<file path="src/hw/mpmc_consts.svh">
`ifndef MPMC_CONSTS_SVH
`define MPMC_CONSTS_SVH

// ==============================
// Burst engine widths
// ==============================

// One strip is the data moved by a single memory command
`define MPMC_STRIP_W 32

// Strip counts and strip indexes share this width
// A burst therefore carries at most eight strips
`define MPMC_NSTRIP_W 3

// A cache line is eight strips wide
`define MPMC_LINE_W 256

// Strip address as seen by the memory port
// The package splits it into row, bank and column
`define MPMC_ADDR_W 28

`endif

</file>
<file path="src/hw/mpmc_pkg.sv">
`default_nettype none

`include "mpmc_consts.svh"

package mpmc_pkg;

	// ==============================
	// Burst sequencing
	// ==============================

	// States of the line-burst FSM
	// Reads pass through READ_DATA1 while the last responses drain
	typedef enum logic [3:0] {
		IDLE        = 4'd0,
		PRESET      = 4'd1,
		READ_DATA0  = 4'd2,
		READ_DATA1  = 4'd3,
		WRITE_DATA0 = 4'd4,
		DONE        = 4'd5
	} burst_state_t;

	// ==============================
	// Memory address
	// ==============================

	// Field types of the split address, shared with the memory port
	typedef logic [13:0] mem_row_t;
	typedef logic [2:0]  mem_bank_t;
	typedef logic [10:0] mem_col_t;

	// Row sits on top and the column at the bottom, so strips step the column
	typedef struct packed {
		mem_row_t  row;
		mem_bank_t bank;
		mem_col_t  col;
	} mem_split_t;

	// The same strip address read either as one word or as its fields
	typedef union packed {
		logic [`MPMC_ADDR_W-1:0] flat;
		mem_split_t              split;
	} mem_addr_t;

endpackage

`default_nettype wire

</file>
<file path="src/hw/mpmc_burst_fsm.sv">
`timescale 1ns/10ps
`default_nettype none

`include "mpmc_consts.svh"

module mpmc_burst_fsm (
	input  logic                   clk,
	input  logic                   rst_n,
	input  logic                   req,
	input  logic                   we,
	input  logic                   last_cmd,
	input  logic                   mem_ready,
	input  logic                   last_strip,
	output mpmc_pkg::burst_state_t state,
	output logic                   busy,
	output logic                   done,
	output logic                   mem_cmd,
	output logic                   mem_we
);

	mpmc_pkg::burst_state_t state_nxt;

	// A command transfers in any cycle where it is offered and the port is ready
	logic xfer;

	assign xfer = mem_cmd && mem_ready;

	// ==============================
	// Next state
	// ==============================

	always_comb begin
		state_nxt = state;
		case (state)
			mpmc_pkg::IDLE: begin
				// Only an idle engine takes a request
				// Busy turns it away otherwise
				if (req)
					state_nxt = mpmc_pkg::PRESET;
			end
			mpmc_pkg::PRESET: begin
				// The request fields are sampled here by every block
				if (we)
					state_nxt = mpmc_pkg::WRITE_DATA0;
				else
					state_nxt = mpmc_pkg::READ_DATA0;
			end
			mpmc_pkg::WRITE_DATA0: begin
				// Writes are finished once the final strip leaves
				if (xfer && last_cmd)
					state_nxt = mpmc_pkg::DONE;
			end
			mpmc_pkg::READ_DATA0: begin
				// Leave once the final read command is out while responses may still be pending
				if (xfer && last_cmd)
					state_nxt = mpmc_pkg::READ_DATA1;
			end
			mpmc_pkg::READ_DATA1: begin
				// Wait for the response counter to see the final strip
				if (last_strip)
					state_nxt = mpmc_pkg::DONE;
			end
			mpmc_pkg::DONE: begin
				state_nxt = mpmc_pkg::IDLE;
			end
			default: begin
				state_nxt = mpmc_pkg::IDLE;
			end
		endcase
	end

	always_ff @(posedge clk or negedge rst_n) begin
		if (!rst_n)
			state <= mpmc_pkg::IDLE;
		else
			state <= state_nxt;
	end

	// Direction of the burst is taken once and held for every command
	always_ff @(posedge clk or negedge rst_n) begin
		if (!rst_n)
			mem_we <= 1'b0;
		else if (state == mpmc_pkg::PRESET)
			mem_we <= we;
	end

	// ==============================
	// Outputs decoded from state
	// ==============================

	// Busy covers PRESET through DONE, so a request in DONE is also ignored
	assign busy = (state != mpmc_pkg::IDLE);
	assign done = (state == mpmc_pkg::DONE);

	// One command is offered in every cycle of the issue states
	assign mem_cmd = (state == mpmc_pkg::READ_DATA0) || (state == mpmc_pkg::WRITE_DATA0);

	// The final read strip only counts while the FSM is waiting for it
	a_last_strip_wait: assert property (@(posedge clk) disable iff (!rst_n)
		last_strip |-> (state == mpmc_pkg::READ_DATA1));

	// A stalled command keeps the request counter where it is
	a_cmd_hold: assert property (@(posedge clk) disable iff (!rst_n)
		mem_cmd && !mem_ready |=> $stable(last_cmd));

endmodule

`default_nettype wire

</file>
<file path="src/hw/mpmc_req_strip_cnt.sv">
`timescale 1ns/10ps
`default_nettype none

`include "mpmc_consts.svh"

module mpmc_req_strip_cnt (
	input  logic                      clk,
	input  logic                      rst_n,
	input  mpmc_pkg::burst_state_t    state,
	input  logic [`MPMC_ADDR_W-1:0]   line_addr,
	input  logic [`MPMC_NSTRIP_W-1:0] num_strips,
	input  logic                      mem_ready,
	output logic [`MPMC_NSTRIP_W-1:0] cmd_idx,
	output logic                      last_cmd,
	output mpmc_pkg::mem_bank_t       mem_bank,
	output mpmc_pkg::mem_row_t        mem_row,
	output mpmc_pkg::mem_col_t        mem_col
);

	mpmc_pkg::mem_addr_t       base_q;
	mpmc_pkg::mem_addr_t       cur_addr;
	logic [`MPMC_NSTRIP_W-1:0] num_q;
	logic                      xfer;

	// Commands only move in the two issue states
	assign xfer = mem_ready &&
		((state == mpmc_pkg::READ_DATA0) || (state == mpmc_pkg::WRITE_DATA0));

	// Index of the strip being offered
	// It stops on the final strip so the FSM can leave on that transfer
	always_ff @(posedge clk or negedge rst_n) begin
		if (!rst_n) begin
			cmd_idx <= '0;
			num_q   <= '0;
		end else if (state == mpmc_pkg::PRESET) begin
			cmd_idx <= '0;
			num_q   <= num_strips;
		end else if (xfer && !last_cmd) begin
			cmd_idx <= cmd_idx + `MPMC_NSTRIP_W'(1);
		end
	end

	assign last_cmd = (cmd_idx == num_q);

	// Line address is written through the flat view
	always_ff @(posedge clk) begin
		if (state == mpmc_pkg::PRESET)
			base_q.flat <= line_addr;
	end

	// Row and bank come straight from the line while the column walks with the index
	always_comb begin
		cur_addr           = base_q;
		cur_addr.split.col = base_q.split.col + mpmc_pkg::mem_col_t'(cmd_idx);
	end

	assign mem_bank = cur_addr.split.bank;
	assign mem_row  = cur_addr.split.row;
	assign mem_col  = cur_addr.split.col;

	// Issue ends on the transfer of the final strip so no strip goes out twice
	a_issue_ends: assert property (@(posedge clk) disable iff (!rst_n)
		xfer && last_cmd
		|=> (state != mpmc_pkg::READ_DATA0) && (state != mpmc_pkg::WRITE_DATA0));

endmodule

`default_nettype wire

</file>
<file path="src/hw/mpmc_resp_strip_cnt.sv">
`timescale 1ns/10ps
`default_nettype none

`include "mpmc_consts.svh"

module mpmc_resp_strip_cnt (
	input  logic                      clk,
	input  logic                      rst_n,
	input  mpmc_pkg::burst_state_t    state,
	input  logic                      valid,
	input  logic [`MPMC_NSTRIP_W-1:0] num_strips,
	output logic [`MPMC_NSTRIP_W-1:0] strip_cnt,
	output logic                      last_strip
);

	// Set while read responses are expected
	logic                      armed;
	logic [`MPMC_NSTRIP_W-1:0] num_q;

	// Responses come back in command order, so a plain count names the slot
	always_ff @(posedge clk or negedge rst_n) begin
		if (!rst_n) begin
			strip_cnt <= '0;
			armed     <= 1'b0;
			num_q     <= '0;
		end else if (state == mpmc_pkg::IDLE) begin
			strip_cnt <= '0;
			armed     <= 1'b0;
		end else begin
			// The count is kept privately, the client may change it once busy is up
			if (state == mpmc_pkg::PRESET)
				num_q <= num_strips;
			if (state == mpmc_pkg::READ_DATA0)
				armed <= 1'b1;
			// Disarm on the final strip, this overrides the arm above
			if (valid && armed) begin
				if (strip_cnt != num_q)
					strip_cnt <= strip_cnt + `MPMC_NSTRIP_W'(1);
				else
					armed <= 1'b0;
			end
		end
	end

	// High only during the pulse carrying the final strip
	assign last_strip = valid && armed && (strip_cnt == num_q);

	// Memory must not return data that no read command asked for
	a_no_stray: assert property (@(posedge clk) disable iff (!rst_n)
		valid && (state != mpmc_pkg::IDLE) |-> armed);

endmodule

`default_nettype wire

</file>
<file path="src/hw/mpmc_line_buffer.sv">
`timescale 1ns/10ps
`default_nettype none

`include "mpmc_consts.svh"

module mpmc_line_buffer (
	input  logic                      clk,
	input  logic                      rst_n,
	input  mpmc_pkg::burst_state_t    state,
	input  logic [`MPMC_LINE_W-1:0]   wline,
	input  logic [`MPMC_NSTRIP_W-1:0] cmd_idx,
	input  logic                      mem_rd_valid,
	input  logic [`MPMC_STRIP_W-1:0]  mem_rd_data,
	input  logic [`MPMC_NSTRIP_W-1:0] strip_cnt,
	output logic [`MPMC_STRIP_W-1:0]  mem_wdata,
	output logic [`MPMC_LINE_W-1:0]   rline
);

	localparam int NSTRIP = 1 << `MPMC_NSTRIP_W;

	// ==============================
	// Write side
	// ==============================

	// Line to be written, viewed as strips so the index picks one directly
	logic [NSTRIP-1:0][`MPMC_STRIP_W-1:0] wbuf_q;

	always_ff @(posedge clk) begin
		if (state == mpmc_pkg::PRESET)
			wbuf_q <= wline;
	end

	// The strip follows the index, so it stays put while the port stalls
	assign mem_wdata = wbuf_q[cmd_idx];

	// ==============================
	// Read side
	// ==============================

	// Returning strips land in their own slot as they arrive
	// Write bursts never touch this register
	logic [NSTRIP-1:0][`MPMC_STRIP_W-1:0] rbuf_q;

	always_ff @(posedge clk) begin
		if (mem_rd_valid)
			rbuf_q[strip_cnt] <= mem_rd_data;
	end

	assign rline = rbuf_q;

	// Read data may only arrive while a read burst is open
	// In particular the line is never written while idle
	a_rd_in_burst: assert property (@(posedge clk) disable iff (!rst_n)
		mem_rd_valid |-> (state == mpmc_pkg::READ_DATA0) || (state == mpmc_pkg::READ_DATA1));

endmodule

`default_nettype wire

</file>
<file path="src/hw/mpmc_burst_engine.sv">
`timescale 1ns/10ps
`default_nettype none

`include "mpmc_consts.svh"

module mpmc_burst_engine (
	input  logic                      clk,
	input  logic                      rst_n,
	// Client port
	input  logic                      req,
	input  logic                      we,
	input  logic [`MPMC_ADDR_W-1:0]   line_addr,
	input  logic [`MPMC_NSTRIP_W-1:0] num_strips,
	input  logic [`MPMC_LINE_W-1:0]   wline,
	output logic                      busy,
	output logic                      done,
	output logic [`MPMC_LINE_W-1:0]   rline,
	// Memory port
	output logic                      mem_cmd,
	output logic                      mem_we,
	output mpmc_pkg::mem_bank_t       mem_bank,
	output mpmc_pkg::mem_row_t        mem_row,
	output mpmc_pkg::mem_col_t        mem_col,
	output logic [`MPMC_STRIP_W-1:0]  mem_wdata,
	input  logic                      mem_ready,
	input  logic                      mem_rd_valid,
	input  logic [`MPMC_STRIP_W-1:0]  mem_rd_data
);

	// Burst state is shared by every block
	mpmc_pkg::burst_state_t    state;
	logic [`MPMC_NSTRIP_W-1:0] cmd_idx;
	logic                      last_cmd;
	logic [`MPMC_NSTRIP_W-1:0] strip_cnt;
	logic                      last_strip;

	// Sequencing and the command strobe
	mpmc_burst_fsm u_fsm (
		.clk        (clk),
		.rst_n      (rst_n),
		.req        (req),
		.we         (we),
		.last_cmd   (last_cmd),
		.mem_ready  (mem_ready),
		.last_strip (last_strip),
		.state      (state),
		.busy       (busy),
		.done       (done),
		.mem_cmd    (mem_cmd),
		.mem_we     (mem_we)
	);

	// Outgoing strip index and address
	mpmc_req_strip_cnt u_req_cnt (
		.clk        (clk),
		.rst_n      (rst_n),
		.state      (state),
		.line_addr  (line_addr),
		.num_strips (num_strips),
		.mem_ready  (mem_ready),
		.cmd_idx    (cmd_idx),
		.last_cmd   (last_cmd),
		.mem_bank   (mem_bank),
		.mem_row    (mem_row),
		.mem_col    (mem_col)
	);

	// Incoming strip index
	mpmc_resp_strip_cnt u_resp_cnt (
		.clk        (clk),
		.rst_n      (rst_n),
		.state      (state),
		.valid      (mem_rd_valid),
		.num_strips (num_strips),
		.strip_cnt  (strip_cnt),
		.last_strip (last_strip)
	);

	// Line data in both directions
	mpmc_line_buffer u_line_buf (
		.clk          (clk),
		.rst_n        (rst_n),
		.state        (state),
		.wline        (wline),
		.cmd_idx      (cmd_idx),
		.mem_rd_valid (mem_rd_valid),
		.mem_rd_data  (mem_rd_data),
		.strip_cnt    (strip_cnt),
		.mem_wdata    (mem_wdata),
		.rline        (rline)
	);

endmodule

`default_nettype wire

</file>
<file path="config.mk">
export PLATFORM = sky130hd
export DESIGN_NAME = mpmc_burst_engine
export DESIGN_NICKNAME = d
export VERILOG_FILES = /design/src/hw/mpmc_pkg.sv /design/src/hw/mpmc_burst_fsm.sv /design/src/hw/mpmc_req_strip_cnt.sv /design/src/hw/mpmc_resp_strip_cnt.sv /design/src/hw/mpmc_line_buffer.sv /design/src/hw/mpmc_burst_engine.sv
export VERILOG_INCLUDE_DIRS = /design/src /design/src/hw
export SDC_FILE = /design/constraint.sdc
export NUM_CORES = 1
export LEC_CHECK = 0
export BUFFER_PORTS_ARGS = -buffer_cell sky130_fd_sc_hd__buf_2
export CAP_MARGIN = 20
export CORE_AREA = 5 5 249 251
export DETAILED_ROUTE_END_ITERATION = 6
export DIE_AREA = 0 0 254 256
export MAX_ROUTING_LAYER = met4
export PLACE_DENSITY = 0.56
export RECOVER_POWER = 50
export REMOVE_ABC_BUFFERS = 1
export SETUP_SLACK_MARGIN = 0.15
export SYNTH_ARGS = -nofsm -noshare
export SYNTH_HDL_FRONTEND = slang
export SYNTH_SLANG_ARGS = --single-unit
</file>
<file path="constraint.sdc">
create_clock -name clk -period 4.3 [get_ports clk]
set_input_delay 0.86 -clock clk [delete_from_list [all_inputs] [get_ports clk]]
set_output_delay 0.86 -clock clk [all_outputs]
set_load 0.005 [all_outputs]
</file>
==> impl_results.md, run 1 <==
- Max Slew Vio Count: 105
- Yosys synthesis warning count: 0
- Clk_lat worst skew: 590 ps
- Library cells used by synthesis: 41
- Mux cell area share after synthesis: 10.3%
- Wire length per cell: 22.5 microns
- TritonRoute pass-1 iters: 4
- Placed Cells: 2209
- Sink Count: 557
- Non-Filler Instances: 2327
- Lkg Pwr: 9.36 nW
- Final instance area: 0.0253 sq mm
- GRT Resource Usage Total: 15.8%
- Startpoint Class: flip-flop
- Vias post-DR: 10.3k
- Commonest non-fill, non-tap cell in the layout: buf_2
- Hold_buf cts: 0
- Final hold viol count: 0
- Status: finished with violations
- RSZ-0062 raised after global routing: false
- Setup Skew: 17.6 ps
- Storage cell area: 0.0166 sq mm
- DR iter-0 viols: 565
- Synth area leader: edfxtp_1
- Total power: 14.8 mW
- Worst hold path class: input pin to asynchronous set/reset pin
- Multi-input gate area: 0.00264 sq mm
- CP Capture Type: output pin
- DR DRC count: 0
- Setup Buffers After CTS: 0
- Syn Std Cell Area: 0.0196 sq mm
- Hold slack: 395 ps
- Max Buffers Root-to-Sink: 3
- Largest net degree at the start of global routing: 114
- Clock-pin slew on the worst setup and hold paths: 60 ps
- Worst Tran Pin Value: 2520 ps
- Final period util: 86.6%
- Post-route ant nets: 0
- Fin crit period: 3730 ps
- Register bit total from synthesis: 557
- Finish-stage setup viols: 0
- Initial Util: 32.9%
- Via-to-Cell Ratio: 4.44
- GPL Wtd Cong: 0.798
- I/O pins: 645
- Layout area overhead: 28.9%
- Fillers: 5379
- CP max FO: 37
- Final wirelength: 52200 microns
- Grt total ovfl: 0
- Compound-Gate Fraction of Synth Area: 0.414%
- Most frequent cells in the layout: buf_2 (579), edfxtp_1 (540), clkbuf_1 (82)
- Die area: 0.0650 sq mm
- Hpwl dp: 38700 microns
- Failing checks: capacitance limit, slew limit
- Share of layout cells above drive strength 1: 49.1%
- Final net count: 1816
- Post-synth top area share: 82.6%
- Clock buffer count from CTS: 56
- Core area: 0.0597 sq mm
- Area share of fa/ha/maj cells after synthesis: 0.421%
- Simple-gate share of the synthesized area: 1.52%
- Largest family of logic cells by synthesized area: multiplexers
- Part of the Yosys area used for sequential elements: 84.8%
- DIE WIDTH: 254 microns
- Cts repair resizes: 0
- CTS tree: done
- H-tree depth: 2
- Chip height: 256 microns
- Antenna violations before repair: 27
- Worst endpoint required time: 3440 ps
- Top cells by area, synth: edfxtp_1 (83%), mux4_2 (5.2%), mux4_1 (2.5%)
- Buffers on Ports: 644
- Relative slew margins: -68.8%
- Max_cap viols: 5
- F_max: 0.268 GHz
- Vias in the first global route: 10.9k
- Global-route wire length before repair: 73300 microns
- Kind of critical path: flip-flop to output pin
- TNS Setup: 0 ps
- Mapped Cells: 808
- CTS root buffer: clkbuf_16
- Crit path DAT: 2870 ps
- VDD IR max: 372 uV
- Power per cell area: 587 mW/mm^2
- DP Area: 0.0238 sq mm
- Rows: 90
- Post-synthesis xor/xnor area fraction: 0.803%
- Post-synthesis area per instance: 24.3 sq um
## synthesized netlist by cell type (all sizes together)
library cell    n
nand3b          1
or2             1
nor2b           1
o21bai          1
ha              5
mux2i           3
o21ai           3
xor2            2
nor2           13
mux4           64
nand4b          1
nand4           1
o211ai          1
and4            1
mux2           33
nand2          27
nor3            4
nand2b          4
a211o           1
clkbuf          6
dfrtp          17
inv             9
a21oi           2
o211a           2
nand3           8
xnor2          16
fa              1
buf            35
a31oi           2
or3             2
nor3b           1
edfxtp        540
## power breakdown
part | switching [mW] | internal, mW
registers | 0.342 | 7.12
logic | 1.55 | 1.45
clock network | 1.91 | 2.47
total | 3.80 | 11.0
## routing by layer
layer	global-route usage, %	wire length, microns	share of wire (%)	vias to the layer above
met2	26.2	25900	50	515
met5	-	0	0	-
li1	-	-	-	4669
met4	4.16	1070	2.1	0
met3	6.98	6260	12	68
met1	17.5	19000	36	5070
## cells by family after synthesis
logic type,Yosys count
DFF,557
muxes,100
and+or+nand+nor,65
buffers and inverters,50
xor gates and xnor gates,18
AOI/OAI and AO/OA,12
adders and majority gates,6
## registers in the layout (all words and copies together), names as in the netlist
| name | cells |
|---|---|
| u_line_buf.rline | 256 |
| u_line_buf.wbuf_q | 256 |
| u_req_cnt.base_q | 28 |
| u_fsm.state | 3 |
| u_req_cnt.cmd_idx | 3 |
| u_req_cnt.num_q | 3 |
| u_resp_cnt.num_q | 3 |
| u_resp_cnt.strip_cnt | 3 |
| u_fsm.mem_we | 1 |
| u_resp_cnt.armed | 1 |
## path summary, 6_finish.rpt
check / startpoint / endpoint / slack (ps) / depth (start not counted)
max: u_req_cnt.cmd_idx[1]$_DFFE_PN0P_ / mem_col[10] / 570 / 7
min: rst_n / u_req_cnt.cmd_idx[1]$_DFFE_PN0P_ / 400 / 1
max reg2reg: u_resp_cnt.strip_cnt[2]$_DFFE_PN0P_ / u_line_buf.rline[104]$_DFFE_PP_ / 1020 / 3
min reg2reg: u_resp_cnt.num_q[2]$_DFFE_PN0P_ / u_resp_cnt.num_q[2]$_DFFE_PN0P_ / 500 / 2
max in group asynchronous: rst_n / u_req_cnt.cmd_idx[0]$_DFFE_PN0P_ / 3230 / 1
min in group clk: wline[102] / u_line_buf.wbuf_q[102]$_DFFE_PP_ / 440 / 1
## final cells by class
type	count	area share (%)
Sequential cell	557	65.8
Timing Repair Buffer	660	13.0
Multi-Input combinational cell	201	10.5
Clock buffer	72	5.86
Tap cell	782	3.87
Clock inverter	22	0.559
Antenna cell	24	0.237
Inverter	9	0.163
## through the flow
stage,utilization (%),setup WS (ps)
global placement,39.8,1220
global route,42.4,408
CTS,42.5,524
floorplan,-,-428
detailed placement,39.8,1200
finish,42.4,575
## worst max-delay path, stage by stage (launching register included)
cell and delay [ps]:
dfrtp_4 780, inv_2 100, fa_1 470, nor2b_1 160
o211a_1 240, nand3_1 120, xnor2_1 220, buf_2 170
Note: power is estimated with default switching activity, not from simulation.
==> run 2: changes to the inputs <==
--- a/config.mk
+++ b/config.mk
@@ -8,11 +8,13 @@
 export LEC_CHECK = 0
 export BUFFER_PORTS_ARGS = -buffer_cell sky130_fd_sc_hd__buf_2
 export CAP_MARGIN = 20
-export CORE_AREA = 5 5 249 251
+export CELL_PAD_IN_SITES_DETAIL_PLACEMENT = 1
+export CELL_PAD_IN_SITES_GLOBAL_PLACEMENT = 2
+export CORE_MARGIN = 5
+export CORE_UTILIZATION = 33
 export DETAILED_ROUTE_END_ITERATION = 6
-export DIE_AREA = 0 0 254 256
 export MAX_ROUTING_LAYER = met4
-export PLACE_DENSITY = 0.56
+export PLACE_DENSITY = 0.73
 export RECOVER_POWER = 50
 export REMOVE_ABC_BUFFERS = 1
 export SETUP_SLACK_MARGIN = 0.15
==> impl_results.md, run 2 (synthesis results as in run 1) <==
- Status: finished with violations (unchanged)
- Failing checks: capacitance limit, slew limit (unchanged)
- Vias post-DR: 10.7k (was 10.3k)
- Worst reg2reg endpoint: u_line_buf.rline[134]$_DFFE_PP_ (was u_line_buf.rline[104]$_DFFE_PP_)
- Sink Count: 557 (unchanged)
- Buffers on Ports: 644 (unchanged)
- I/O pins: 645 (unchanged)
- DIE WIDTH: 254 microns (about the same)
- Grt total ovfl: 0 (unchanged)
- F_max: 0.270 GHz (was 0.268 GHz)
- Final wirelength: 58100 microns (was 52200 microns)
- Crit path DAT: 2840 ps (was 2870 ps)
- Max Slew Vio Count: 194 (was 105)
- Cell family with most CP delay: flip-flops (unchanged)
- DP Area: 0.0238 sq mm (about the same)
- Clk_lat worst skew: 600 ps (was 590 ps)
- Worst path buffer plus inverter count: 2 (unchanged)
- Crit-path cells: ha_1 -> inv_1 -> fa_1 -> nor2b_1 -> o211a_1 -> nand4_1 -> xnor2_1 -> buf_2 (was inv_2 -> fa_1 -> nor2b_1 -> o211a_1 -> nand3_1 -> xnor2_1 -> buf_2)
- Fin crit period: 3700 ps (was 3730 ps)
- R2R depth: 3 (unchanged)
- RSZ-0062 raised after global routing: false (unchanged)
- CTS tree: done (unchanged)
- DR iter-0 viols: 602 (was 565)
- Largest net degree at the start of global routing: 102 (was 114)
- CTS root buffer: clkbuf_16 (unchanged)
- Clock-pin slew on the worst setup and hold paths: 60 ps (about the same)
- Share of layout cells above drive strength 1: 49.2% (was 49.1%)
- Worst Tran Pin Value: 2490 ps (was 2520 ps)
- Finish-stage setup viols: 0 (unchanged)
- Clock buffer count from CTS: 57 (was 56)
- Final hold viol count: 0 (unchanged)
- Largest stage delay on the critical path: 710 ps (was 780 ps)
- Final net count: 1819 (was 1816)
- Most frequent cells in the layout: buf_2 (577), edfxtp_1 (540), clkbuf_1 (83) (was buf_2 (579), edfxtp_1 (540), clkbuf_1 (82))
- Layout area overhead: 29.5% (was 28.9%)
- Lkg Pwr: 9.40 nW (was 9.36 nW)
- TritonRoute pass-1 iters: 4 (unchanged)
- Critical path depth in cells: 8 (was 7)
- DR DRC count: 0 (unchanged)
- GRT Resource Usage Total: 17.7% (was 15.8%)
- Max Buffers Root-to-Sink: 3 (unchanged)
- Commonest non-fill, non-tap cell in the layout: buf_2 (unchanged)
- Setup Buffers After CTS: 0 (unchanged)
- Total power: 15.2 mW (was 14.8 mW)
- CP Capture Type: output pin (unchanged)
- Antenna violations before repair: 36 (was 27)
- Setup slack, reg-to-reg: 1080 ps (was 1020 ps)
- Final period util: 86.1% (was 86.6%)
- Relative slew margins: -66.3% (was -68.8%)
- Via-to-Cell Ratio: 4.60 (was 4.44)
- CP max FO: 24 (was 37)
- H-tree depth: 2 (unchanged)
- Wire length per cell: 25.0 microns (was 22.5 microns)
- Core area: 0.0590 sq mm (was 0.0597 sq mm)
- Worst endpoint required time: 3440 ps (about the same)
- Final Util: 43.1% (was 42.4%)
- Vias in the first global route: 11.4k (was 10.9k)
- Kind of critical path: flip-flop to output pin (unchanged)
- CP startpoint: u_req_cnt.cmd_idx[0]$_DFFE_PN0P_ (was u_req_cnt.cmd_idx[1]$_DFFE_PN0P_)
- Setup Skew: 24.9 ps (was 17.6 ps)
- Hpwl dp: 44200 microns (was 38700 microns)
- Chip height: 254 microns (was 256 microns)
- GPL Wtd Cong: 0.829 (was 0.798)
- Hold_buf cts: 0 (unchanged)
- Hold slack: 418 ps (was 395 ps)
- VDD IR max: 379 uV (was 372 uV)
- Max_cap viols: 7 (was 5)
- Post-route ant nets: 0 (unchanged)
- Global-route wire length before repair: 80400 microns (was 73300 microns)
- Die area: 0.0645 sq mm (was 0.0650 sq mm)
- Initial Util: 33.3% (was 32.9%)
- R2R Path Start: u_resp_cnt.strip_cnt[1]$_DFFE_PN0P_ (was u_resp_cnt.strip_cnt[2]$_DFFE_PN0P_)
- Cts repair resizes: 0 (unchanged)
- Rows: 89 (was 90)
- Final instance area: 0.0254 sq mm (was 0.0253 sq mm)
- Crit path max-delay cell type: dfrtp_4 (unchanged)
- Power per cell area: 598 mW/mm^2 (was 587 mW/mm^2)
- Worst hold path class: input pin to asynchronous set/reset pin (unchanged)
- Startpoint Class: flip-flop (unchanged)
## run 2: cell types whose count changed in the layout (fill, tap and decap cells not counted), sizes merged
cell | before | now
clkbuf | 140 | 142
clkinv | 17 | 26
bufinv | 1 | 3
clkinvlp | 0 | 3
buf | 592 | 588
inv | 13 | 11
diode | 24 | 25
## run 2: worst max path at each step
stage,slack [ps],to
6_report,600,mem_col[8]
5_1_grt,400,mem_col[8]
4_1_cts,520,mem_col[8]
3_5_place_dp,1180,mem_col[8]
3_3_place_gp,1230,mem_col[8]
2_1_floorplan,-430,mem_col[8]
## run 2: metal layers
layer / wire, microns / vias up / global-route usage, %
met5: 0 / - / -
met4: 1380 / 0 / 3.99
met3: 6320 / 91 / 6.42
met2: 29000 / 580 / 30.0
met1: 21400 / 5369 / 20.4
li1: - / 4682 / -
## run 2: cell type report
type	count	area, sq um
clock buffers	68	1490
flip-flops and latches	557	16600
fillers	5929	33600
clock inverters	34	270
diodes	25	62.6
well taps	773	967
inverters	9	41.3
repair buffers	662	3290
multi-input cells	201	2650
## run 2: power by group
group	total [mW]	switching, mW	internal [mW]
Clock	4.64	2.00	2.64
Combinational	3.07	1.62	1.45
Sequential	7.48	0.362	7.12
Total	15.2	3.98	11.2
## run 2: metrics by stage
| step | cells | TNS [ps] | setup slack [ps] |
|---|---|---|---|
| 4_1_cts | 2303 | 0 | 519 |
| 3_3_place_gp | 2199 | 0 | 1230 |
| 6_report | 2329 | 0 | 599 |
| 2_1_floorplan | 767 | -77990 | -428 |
| 3_5_place_dp | 2201 | 0 | 1180 |
| 5_1_grt | 2326 | 0 | 405 |
## run 2: worst reg2reg max path: stages, from the launching register on
cell and delay (ps):
dfrtp_1 430, nand2b_1 280, nor2_1 590, clkbuf_1 1480
